--- src/verilog/riscv_defines.sv ---
package riscv_defines;

    // ******************************
    // datapath widths
    // ******************************

    localparam int XLEN    = 32;    // data and address width
    localparam int CAUSE_W = 4;     // trap cause field

    // ******************************
    // trap causes
    // ******************************

    // fetch side only, other causes are raised further down the pipe
    localparam logic [CAUSE_W-1:0] CAUSE_INST_MISALIGNED   = 4'd0;
    localparam logic [CAUSE_W-1:0] CAUSE_INST_ACCESS_FAULT = 4'd1;

    // ******************************
    // encodings and reset values
    // ******************************

    localparam logic [XLEN-1:0] INST_NOP = 32'h0000_0013;  // addi x0, x0, 0

    localparam logic [XLEN-1:0] RESET_PC = 32'h0000_0000;  // first fetch address

endpackage

--- src/verilog/program_counter.sv ---
`timescale 1ns/1ps

module program_counter (
    input  logic                           clk,
    input  logic                           arst_n,
    input  logic                           start,
    input  logic                           stall_f,
    input  logic [riscv_defines::XLEN-1:0] pc_next,

    output logic [riscv_defines::XLEN-1:0] pc
);

    import riscv_defines::*;

    // pinned at the reset vector until the core is told to run
    always_ff @(posedge clk or negedge arst_n) begin
        if (!arst_n) begin
            pc <= RESET_PC;
        end else if (!start) begin
            pc <= RESET_PC;
        end else if (!stall_f) begin
            pc <= pc_next;
        end
        // stalled, keep current fetch address
    end

endmodule

--- config.mk ---
export PLATFORM = sky130hd
export DESIGN_NAME = program_counter
export DESIGN_NICKNAME = d
export VERILOG_FILES = /design/src/verilog/riscv_defines.sv /design/src/verilog/program_counter.sv
export SDC_FILE = /design/constraint.sdc
export NUM_CORES = 1
export LEC_CHECK = 0
export ABC_AREA = 0
export ABC_CLOCK_PERIOD_IN_PS = 800
export BUFFER_PORTS_ARGS = -buffer_cell sky130_fd_sc_hd__buf_4
export CELL_PAD_IN_SITES_DETAIL_PLACEMENT = 1
export CELL_PAD_IN_SITES_GLOBAL_PLACEMENT = 1
export CORE_UTILIZATION = 32
export CTS_BUF_LIST = sky130_fd_sc_hd__clkbuf_8
export CTS_CLUSTER_SIZE = 28
export DETAILED_ROUTE_END_ITERATION = 10
export PLACE_DENSITY_LB_ADDON = 0.25
export RECOVER_POWER = 50
export SETUP_SLACK_MARGIN = 0.5
export SYNTH_ARGS = -nofsm -noshare
export SYNTH_HDL_FRONTEND = slang
export SYNTH_SLANG_ARGS = --single-unit
--- constraint.sdc ---
create_clock -name clk -period 0.8 [get_ports clk]
set_input_delay 0.16 -clock clk [delete_from_list [all_inputs] [get_ports clk]]
set_output_delay 0.16 -clock clk [all_outputs]
set_load 0.05 [all_outputs]
==> results.cfg <==
[grt]
antenna_found_initial = 0
grt_pass1_vias = 1075
grt.total_usage = 0.165
grt_pass1_wl_microns = 5310
overflow = 0
grt_max_degree = 33

[layout]
synthToLayoutAreaGrowth_pct = 63.1
regMostFlops = pc
fin_util = 0.556
nNetsFinal = 214
largest_reg_flops = 32
reg_top3 = pc (32)
drive_gt1_frac = 0.648
instances_no_fill = 229
n_antenna_cell = 0

[placed_design]
dpl.hpwl_microns = 2410
io_buffers = 67
dpl.cell_count = 216
place_congestion = 0.628

[timing]
slew_violations = 0
setup_violations = 37
hold_ws_ns = -0.0398
hold_violations = 32
rsz0062_at_grt = yes
fin_ws_ns = -0.225
max_freq_mhz = 976
min_period_ns = 1.02
fin_skew_ns = 0
finalCritPeriodShare = 1.28
worstMarginPinSlew_ns = 0.798
relSlewSlack = 0.468

[clock_network]
clockRootBuffer = clkbuf_8
cts_tree = yes
clk_path_buf_depth = 2
cts_buffers = 5
htree_levels = 2
clk-insertion-delay-late_ns = 0.27
path_clk_slew_ns = 0.07
clock_sinks = 32

[route]
ant_nets = 0
wire_per_inst_microns = 14.8
dr.pass1.iters = 2
post-route-drc-count = 0
vias_per_cell = 4.52
vias = 1034
drt_iter0_markers = 15
drt_wl_total_microns = 3380

[critical_path]
cpLargestDelayFamily = flip-flops
crit_cells = 1
timing.rr.start = pc[5]$_DFFE_PN0P_
cp_max_fo = 2
cp_num_buf_inv = 1
reg2reg_slack_ns = -0.08
r2r_cells = 3
slowest_stage = dfrtp_2
worstPathRequired_ns = 0.64
end_kind = output port
worstPathArrival_ns = 0.86
critPathKind = reg -> out
slowest_delay_ns = 0.43
worstPathCellList = buf_8
rr_endpoint = pc[5]$_DFFE_PN0P_
start_kind = flip-flop

[synthesis]
synth_cell_types = 6
synth_common_cells = dfrtp_1 (32), mux2i_1 (32), nor2b_1 (32)
async_flop_share = 1.00
synth_area_leader_cell = dfrtp_1
ys.flop_type = dfrtp_1
synth_area_sq_um = 1400
syn-num-nets = 139
ys_seq_area_frac = 0.570
synth_edf_count = 0
syn_area_per_cell_sq_um = 13.6
netlist_instances = 103
synth.area.top_cells = dfrtp_1 (57%), mux2i_1 (23%), nor2b_1 (14%), buf_12 (4.3%), buf_6 (0.80%)
yosys_warnings = 0
yosys_register_bits = 32
synth_top_area_frac = 0.570

[outcome]
status = finished with violations
violations = negative hold slack, negative setup slack

[job]
cap_viol_max_count = 0

[power_and_ir_drop]
p_per_area_nw_per_um2 = 1950
power.leakage_nw = 1.11
vdd_drop_max_uv = 882

[floorplanning]
ios = 68
fp.dieH_microns = 68.2
dieArea_sq_um = 4660
num_rows = 23
coreArea_sq_um = 4120
initial_core_util = 0.341
die_w_microns = 68.2

[hold_path]
hp-class = in -> async
placed cells by master (no fill, tap or decap):
cell type  instances
buf_4             35
buf_6             34
nor2b_1           32
dfrtp_2           32
mux2i_1           31
clkbuf_8           7
buf_8              3
buf_12             2
mux2i_2            1
bufinv_16          1
clkbuf_2           1
logic make-up (layout without fill, tap and decap cells):
logic type | Yosys count | in the layout | share of synthesized area
buffers and inverters | 7 | 83 | 0.0588
flip-flops | 32 | 32 | 0.570
multiplexers | 32 | 32 | 0.228
AND/OR/NAND/NOR | 32 | 32 | 0.143
final cells by class:
type | count | area [sq um]
Clock inverter | 1 | 30.0
Timing Repair Buffer | 75 | 736
Sequential cell | 32 | 841
Clock buffer | 7 | 96.3
Fill cell | 424 | 1830
Multi-Input combinational cell | 64 | 524
Tap cell | 50 | 62.6
worst max-delay path by stage:
stage | startpoint | to | slack [ns]
2_1_floorplan | pc[0]$_DFFE_PN0P_ | pc[0]$_DFFE_PN0P_ | -0.02
3_3_place_gp | stall_f | pc[29]$_DFFE_PN0P_ | -0.02
3_5_place_dp | stall_f | pc[6]$_DFFE_PN0P_ | -0.09
4_1_cts | pc[20]$_DFFE_PN0P_ | pc[20] | -0.23
5_1_grt | pc[3]$_DFFE_PN0P_ | pc[3] | -0.26
6_report | pc[3]$_DFFE_PN0P_ | pc[3] | -0.22
layer usage:
| layer | vias to the layer above | share of wire | track usage |
|---|---|---|---|
| li1 | 488 | - | - |
| met1 | 497 | 0.41 | 0.192 |
| met2 | 44 | 0.50 | 0.266 |
| met3 | 5 | 0.083 | 0.0750 |
| met4 | 0 | 0.0074 | 0.0547 |
| met5 | - | 0 | 0 |
repair_timing:
action,CTS,global route
endpoints found under the hold margin,32,32
gates resized for setup,39,2
setup buffers,4,1
endpoints found under the setup margin,64,64
gates cloned,0,0
stage by stage:
step           power, W  hold slack [ns]  TNS (ns)  setup WS, ns  instance area (sq um)
6_report        0.00447          -0.0398     -6.70        -0.225                   2290
5_1_grt         0.00468           0.0113     -8.15        -0.258                   2290
4_1_cts         0.00454           -0.184     -7.20        -0.234                   2280
3_5_place_dp    0.00273            0.122     -1.26       -0.0922                   1970
3_3_place_gp    0.00270            0.121    -0.221       -0.0214                   1970
2_1_floorplan   0.00237           -0.136    -0.717       -0.0224                   1440
where the power goes:
group          switching [W]  internal [W]  total [W]
logic               0.000551      0.000453    0.00100
clock network       0.000573       0.00110    0.00167
registers          0.0000732       0.00173    0.00180
Note: power is estimated with default switching activity, not from simulation.
