`src/verilog/riscv_defines.sv`:
```
package riscv_defines;

    // ******************************
    // datapath widths
    // ******************************

    localparam int XLEN    = 32;    // data and address width
    localparam int CAUSE_W = 4;     // trap cause field

    // ******************************
    // trap causes
    // ******************************

    // fetch side only, other causes are raised further down the pipe
    localparam logic [CAUSE_W-1:0] CAUSE_INST_MISALIGNED   = 4'd0;
    localparam logic [CAUSE_W-1:0] CAUSE_INST_ACCESS_FAULT = 4'd1;

    // ******************************
    // encodings and reset values
    // ******************************

    localparam logic [XLEN-1:0] INST_NOP = 32'h0000_0013;  // addi x0, x0, 0

    localparam logic [XLEN-1:0] RESET_PC = 32'h0000_0000;  // first fetch address

endpackage

```
`src/verilog/pcnext_selector.sv`:
```
`timescale 1ns/1ps

module pcnext_selector (
    input  logic [riscv_defines::XLEN-1:0] pcplus4_f,
    input  logic [riscv_defines::XLEN-1:0] pc_jump,
    input  logic [riscv_defines::XLEN-1:0] pc_return,
    input  logic [riscv_defines::XLEN-1:0] pc_pred,
    input  logic [riscv_defines::XLEN-1:0] trap_addr,

    input  logic                           trap_redir,
    input  logic                           mispredict,
    input  logic                           cflow_taken,
    input  logic                           pred_taken,

    output logic [riscv_defines::XLEN-1:0] pc_next
);

    // ******************************
    // redirect priority
    // ******************************

    // a resolved mispredict always overrides a fresh prediction,
    // and a trap overrides everything in flight
    always_comb begin
        if (trap_redir) begin
            pc_next = trap_addr;            // trap handler entry
        end else if (mispredict && cflow_taken) begin
            pc_next = pc_jump;              // taken, predictor said no
        end else if (mispredict) begin
            pc_next = pc_return;            // not taken after all
        end else if (pred_taken) begin
            pc_next = pc_pred;
        end else begin
            pc_next = pcplus4_f;            // plain sequential fetch
        end
    end

endmodule

```
`config.mk`:
```
export PLATFORM = sky130hd
export DESIGN_NAME = pcnext_selector
export DESIGN_NICKNAME = d
export VERILOG_FILES = /design/src/verilog/riscv_defines.sv /design/src/verilog/pcnext_selector.sv
export SDC_FILE = /design/constraint.sdc
export NUM_CORES = 1
export LEC_CHECK = 0
export BUFFER_PORTS_ARGS = -buffer_cell sky130_fd_sc_hd__buf_2
export CORE_AREA = 2 2 77 79
export DETAILED_ROUTE_END_ITERATION = 10
export DIE_AREA = 0 0 79 81
export PLACE_DENSITY = 0.81
export SLEW_MARGIN = 20
export SYNTH_ARGS = -nofsm -noshare
export SYNTH_HDL_FRONTEND = slang
export SYNTH_SLANG_ARGS = --single-unit
```
`constraint.sdc`:
```
create_clock -name vclk -period 1.7
set_input_delay 0.34 -clock vclk [all_inputs]
set_output_delay 0.34 -clock vclk [all_outputs]
set_load 0.005 [all_outputs]
```
==> flow_metrics.py <==
metrics = {
    "timing": {
        "maxClockFrequency_mhz": 604,
        "max_slew.worst_pin.slew_ns": 0.250,
        "hold_viol": 0,
        "rsz0062_at_grt": "yes",
        "min_period_over_period_pct": 97.4,
        "slew_violations": 0,
        "slew_headroom_pct": 83.3,
        "setup_slack_ns": 0.0440,
        "setup_viol": 0,
        "period_needed_ns": 1.66,
    },
    "clock_network": {
        "cts_setup_buffers": 0,
        "ctsHoldBuffers": 0,
    },
    "final_layout": {
        "syn_to_final_growth_pct": 75.6,
        "final_net_count": 535,
        "design.seq.count": 0,
        "seqCellArea_um2": 0,
        "fillerInstances": 568,
        "n_antenna_cell": 0,
        "final_util_pct": 45.6,
        "fin_cells": 444,
        "drive_gt1_share_pct": 65.6,
        "n_clock_buffer": 0,
        "multiInputGateArea_mm2": 0.00122,
    },
    "synth": {
        "ys_warn_count": 0,
        "synthCells": 185,
        "synth_seq_area_share_pct": 0,
        "synth_cell_types": 12,
        "avgSynthCellArea_um2": 7.97,
        "syn_nets": 349,
        "netlist_area_mm2": 0.00147,
    },
    "setup_path": {
        "crit_type": "in -> out",
        "cp-start-kind": "primary input",
        "crit_arrival_ns": 1.32,
        "worstPathMaxFanout": 16,
        "worstPathRequired_ns": 1.36,
        "endpoint_kind": "output pin",
    },
    "placed_design": {
        "io_buffers": 196,
        "place_hpwl_mm": 5.21,
        "place_congestion": 0.792,
        "dp_worst_setup_slack_ns": -0.0590,
        "dp_cells": 444,
    },
    "power_and_ir_drop": {
        "peakVddDrop_uv": 122,
        "pwr-share-clk_pct": 0,
        "p_switching_uw": 267,
        "combPwrFrac_pct": 100.0,
        "p_seq_share_pct": 0,
        "switching_share_pct": 43.4,
        "p_leak_nw": 1.40,
        "internal-power_uw": 349,
        "cellPowerDensity_mw_per_mm2": 238,
    },
    "detailed_routing": {
        "drcViolationCount": 0,
        "first_pass_iters": 4,
        "ant_nets": 0,
        "vias_per_cell": 4.89,
        "drtIter0Drc": 23,
        "vias": 2169,
        "routed_wl_mm": 5.96,
        "wire_per_inst_um": 13.4,
    },
    "hold_path": {
        "hold_depth": 4,
        "hp-start": "trap_addr[24]",
        "hold_path_class": "in -> out",
        "holdPathEnd": "pc_next[24]",
    },
    "global_route": {
        "grt_max_degree": 33,
        "grt.overflow.total": 0,
        "grt_pass1_vias": 2032,
        "grtUsageTotal_pct": 16.7,
        "grt_pass1_wl_mm": 8.95,
        "antenna_found_initial": 0,
    },
    "die": {
        "dieArea_mm2": 0.00640,
        "row_count": 28,
        "core_mm2": 0.00568,
        "ioPinCount": 196,
        "start_util_pct": 26.0,
        "die_height_um": 81,
        "die_w_um": 79,
    },
    "flow_run": {
        "drv_cap": 0,
    },
    "run_status": {
        "status": "complete, no violations",
    },
}
==> per-layer routing <==
layer | wire length, um | GRT usage [%] | up-vias
li1 | - | - | 1063
met1 | 2210 | 18.5 | 979
met2 | 3130 | 33.3 | 119
met3 | 550 | 2.89 | 8
met4 | 63 | 2.93 | 0
met5 | 0 | 0 | -
==> cell usage after synthesis (all sizes together) <==
cell	number	area [um^2]
a211oi	32	390
a221oi	32	280
buf	14	115
clkbuf	9	35.0
inv	32	120
mux2i	32	320
nor2b	33	206
or2	1	6.26
==> cells in the final DEF (no fill, tap or decap) <==
| cell type | count |
|---|---|
| mux2i_1 | 32 |
| nor2b_1 | 31 |
| buf_12 | 7 |
| inv_1 | 32 |
| buf_2 | 196 |
| a211oi_2 | 31 |
| a221oi_1 | 31 |
| a221oi_2 | 1 |
| nor2b_2 | 2 |
| a211oi_1 | 1 |
| buf_4 | 4 |
| or2_4 | 1 |
==> power groups by stage <==
stage | sequential, mW | clock [mW] | combinational [mW]
floorplan | 0 | 0 | 0.298
global placement | 0 | 0 | 0.598
detailed placement | 0 | 0 | 0.615
CTS | 0 | 0 | 0.618
global route | 0 | 0 | 0.675
finish | 0 | 0 | 0.616
==> critical path: stages <==
cell,delay [ns]
buf_2,0.10
or2_4,0.28
buf_12,0.17
a211oi_1,0.21
a221oi_1,0.07
buf_2,0.14
==> cell type report <==
type	count	area share [%]
timing repair buffer	207	44.5
tap	75	3.63
inverter	32	4.64
multi-input combinational	130	47.2
==> through the flow <==
stage	hold slack (ns)	TNS, ns	total power, mW	cell area [um^2]
6_report	1.00	0	0.616	2590
5_1_grt	1.02	-0.00632	0.675	2590
4_1_cts	1.00	0	0.618	2570
3_5_place_dp	1.00	-0.830	0.615	2570
3_3_place_gp	1.00	-0.209	0.598	2570
2_1_floorplan	0.784	0	0.298	1470
==> worst max path at each step <==
stage          startpoint           to  depth (start not counted)
4_1_cts        pred_taken  pc_next[31]                          6
6_report       mispredict   pc_next[0]                          6
3_5_place_dp   mispredict   pc_next[5]                          6
2_1_floorplan  trap_redir  pc_next[10]                          6
5_1_grt        mispredict   pc_next[5]                          6
3_3_place_gp   mispredict   pc_next[0]                          6
==> logic make-up (layout without fill, tap and decap cells) <==
kind of cell | after synthesis | in the layout | synth area share, %
and+or+nand+nor | 34 | 34 | 14.4
buffers and inverters | 55 | 239 | 18.3
AOI/OAI and AO/OA | 64 | 64 | 45.5
muxes | 32 | 32 | 21.7
==> repair_timing <==
action / 4_1_cts / 5_1_grt
pin swaps: 0 / 2
setup endpoints to repair: 32 / 5
resized for setup: 1 / 3
No activity file was read; power rests on OpenSTA's default activity.
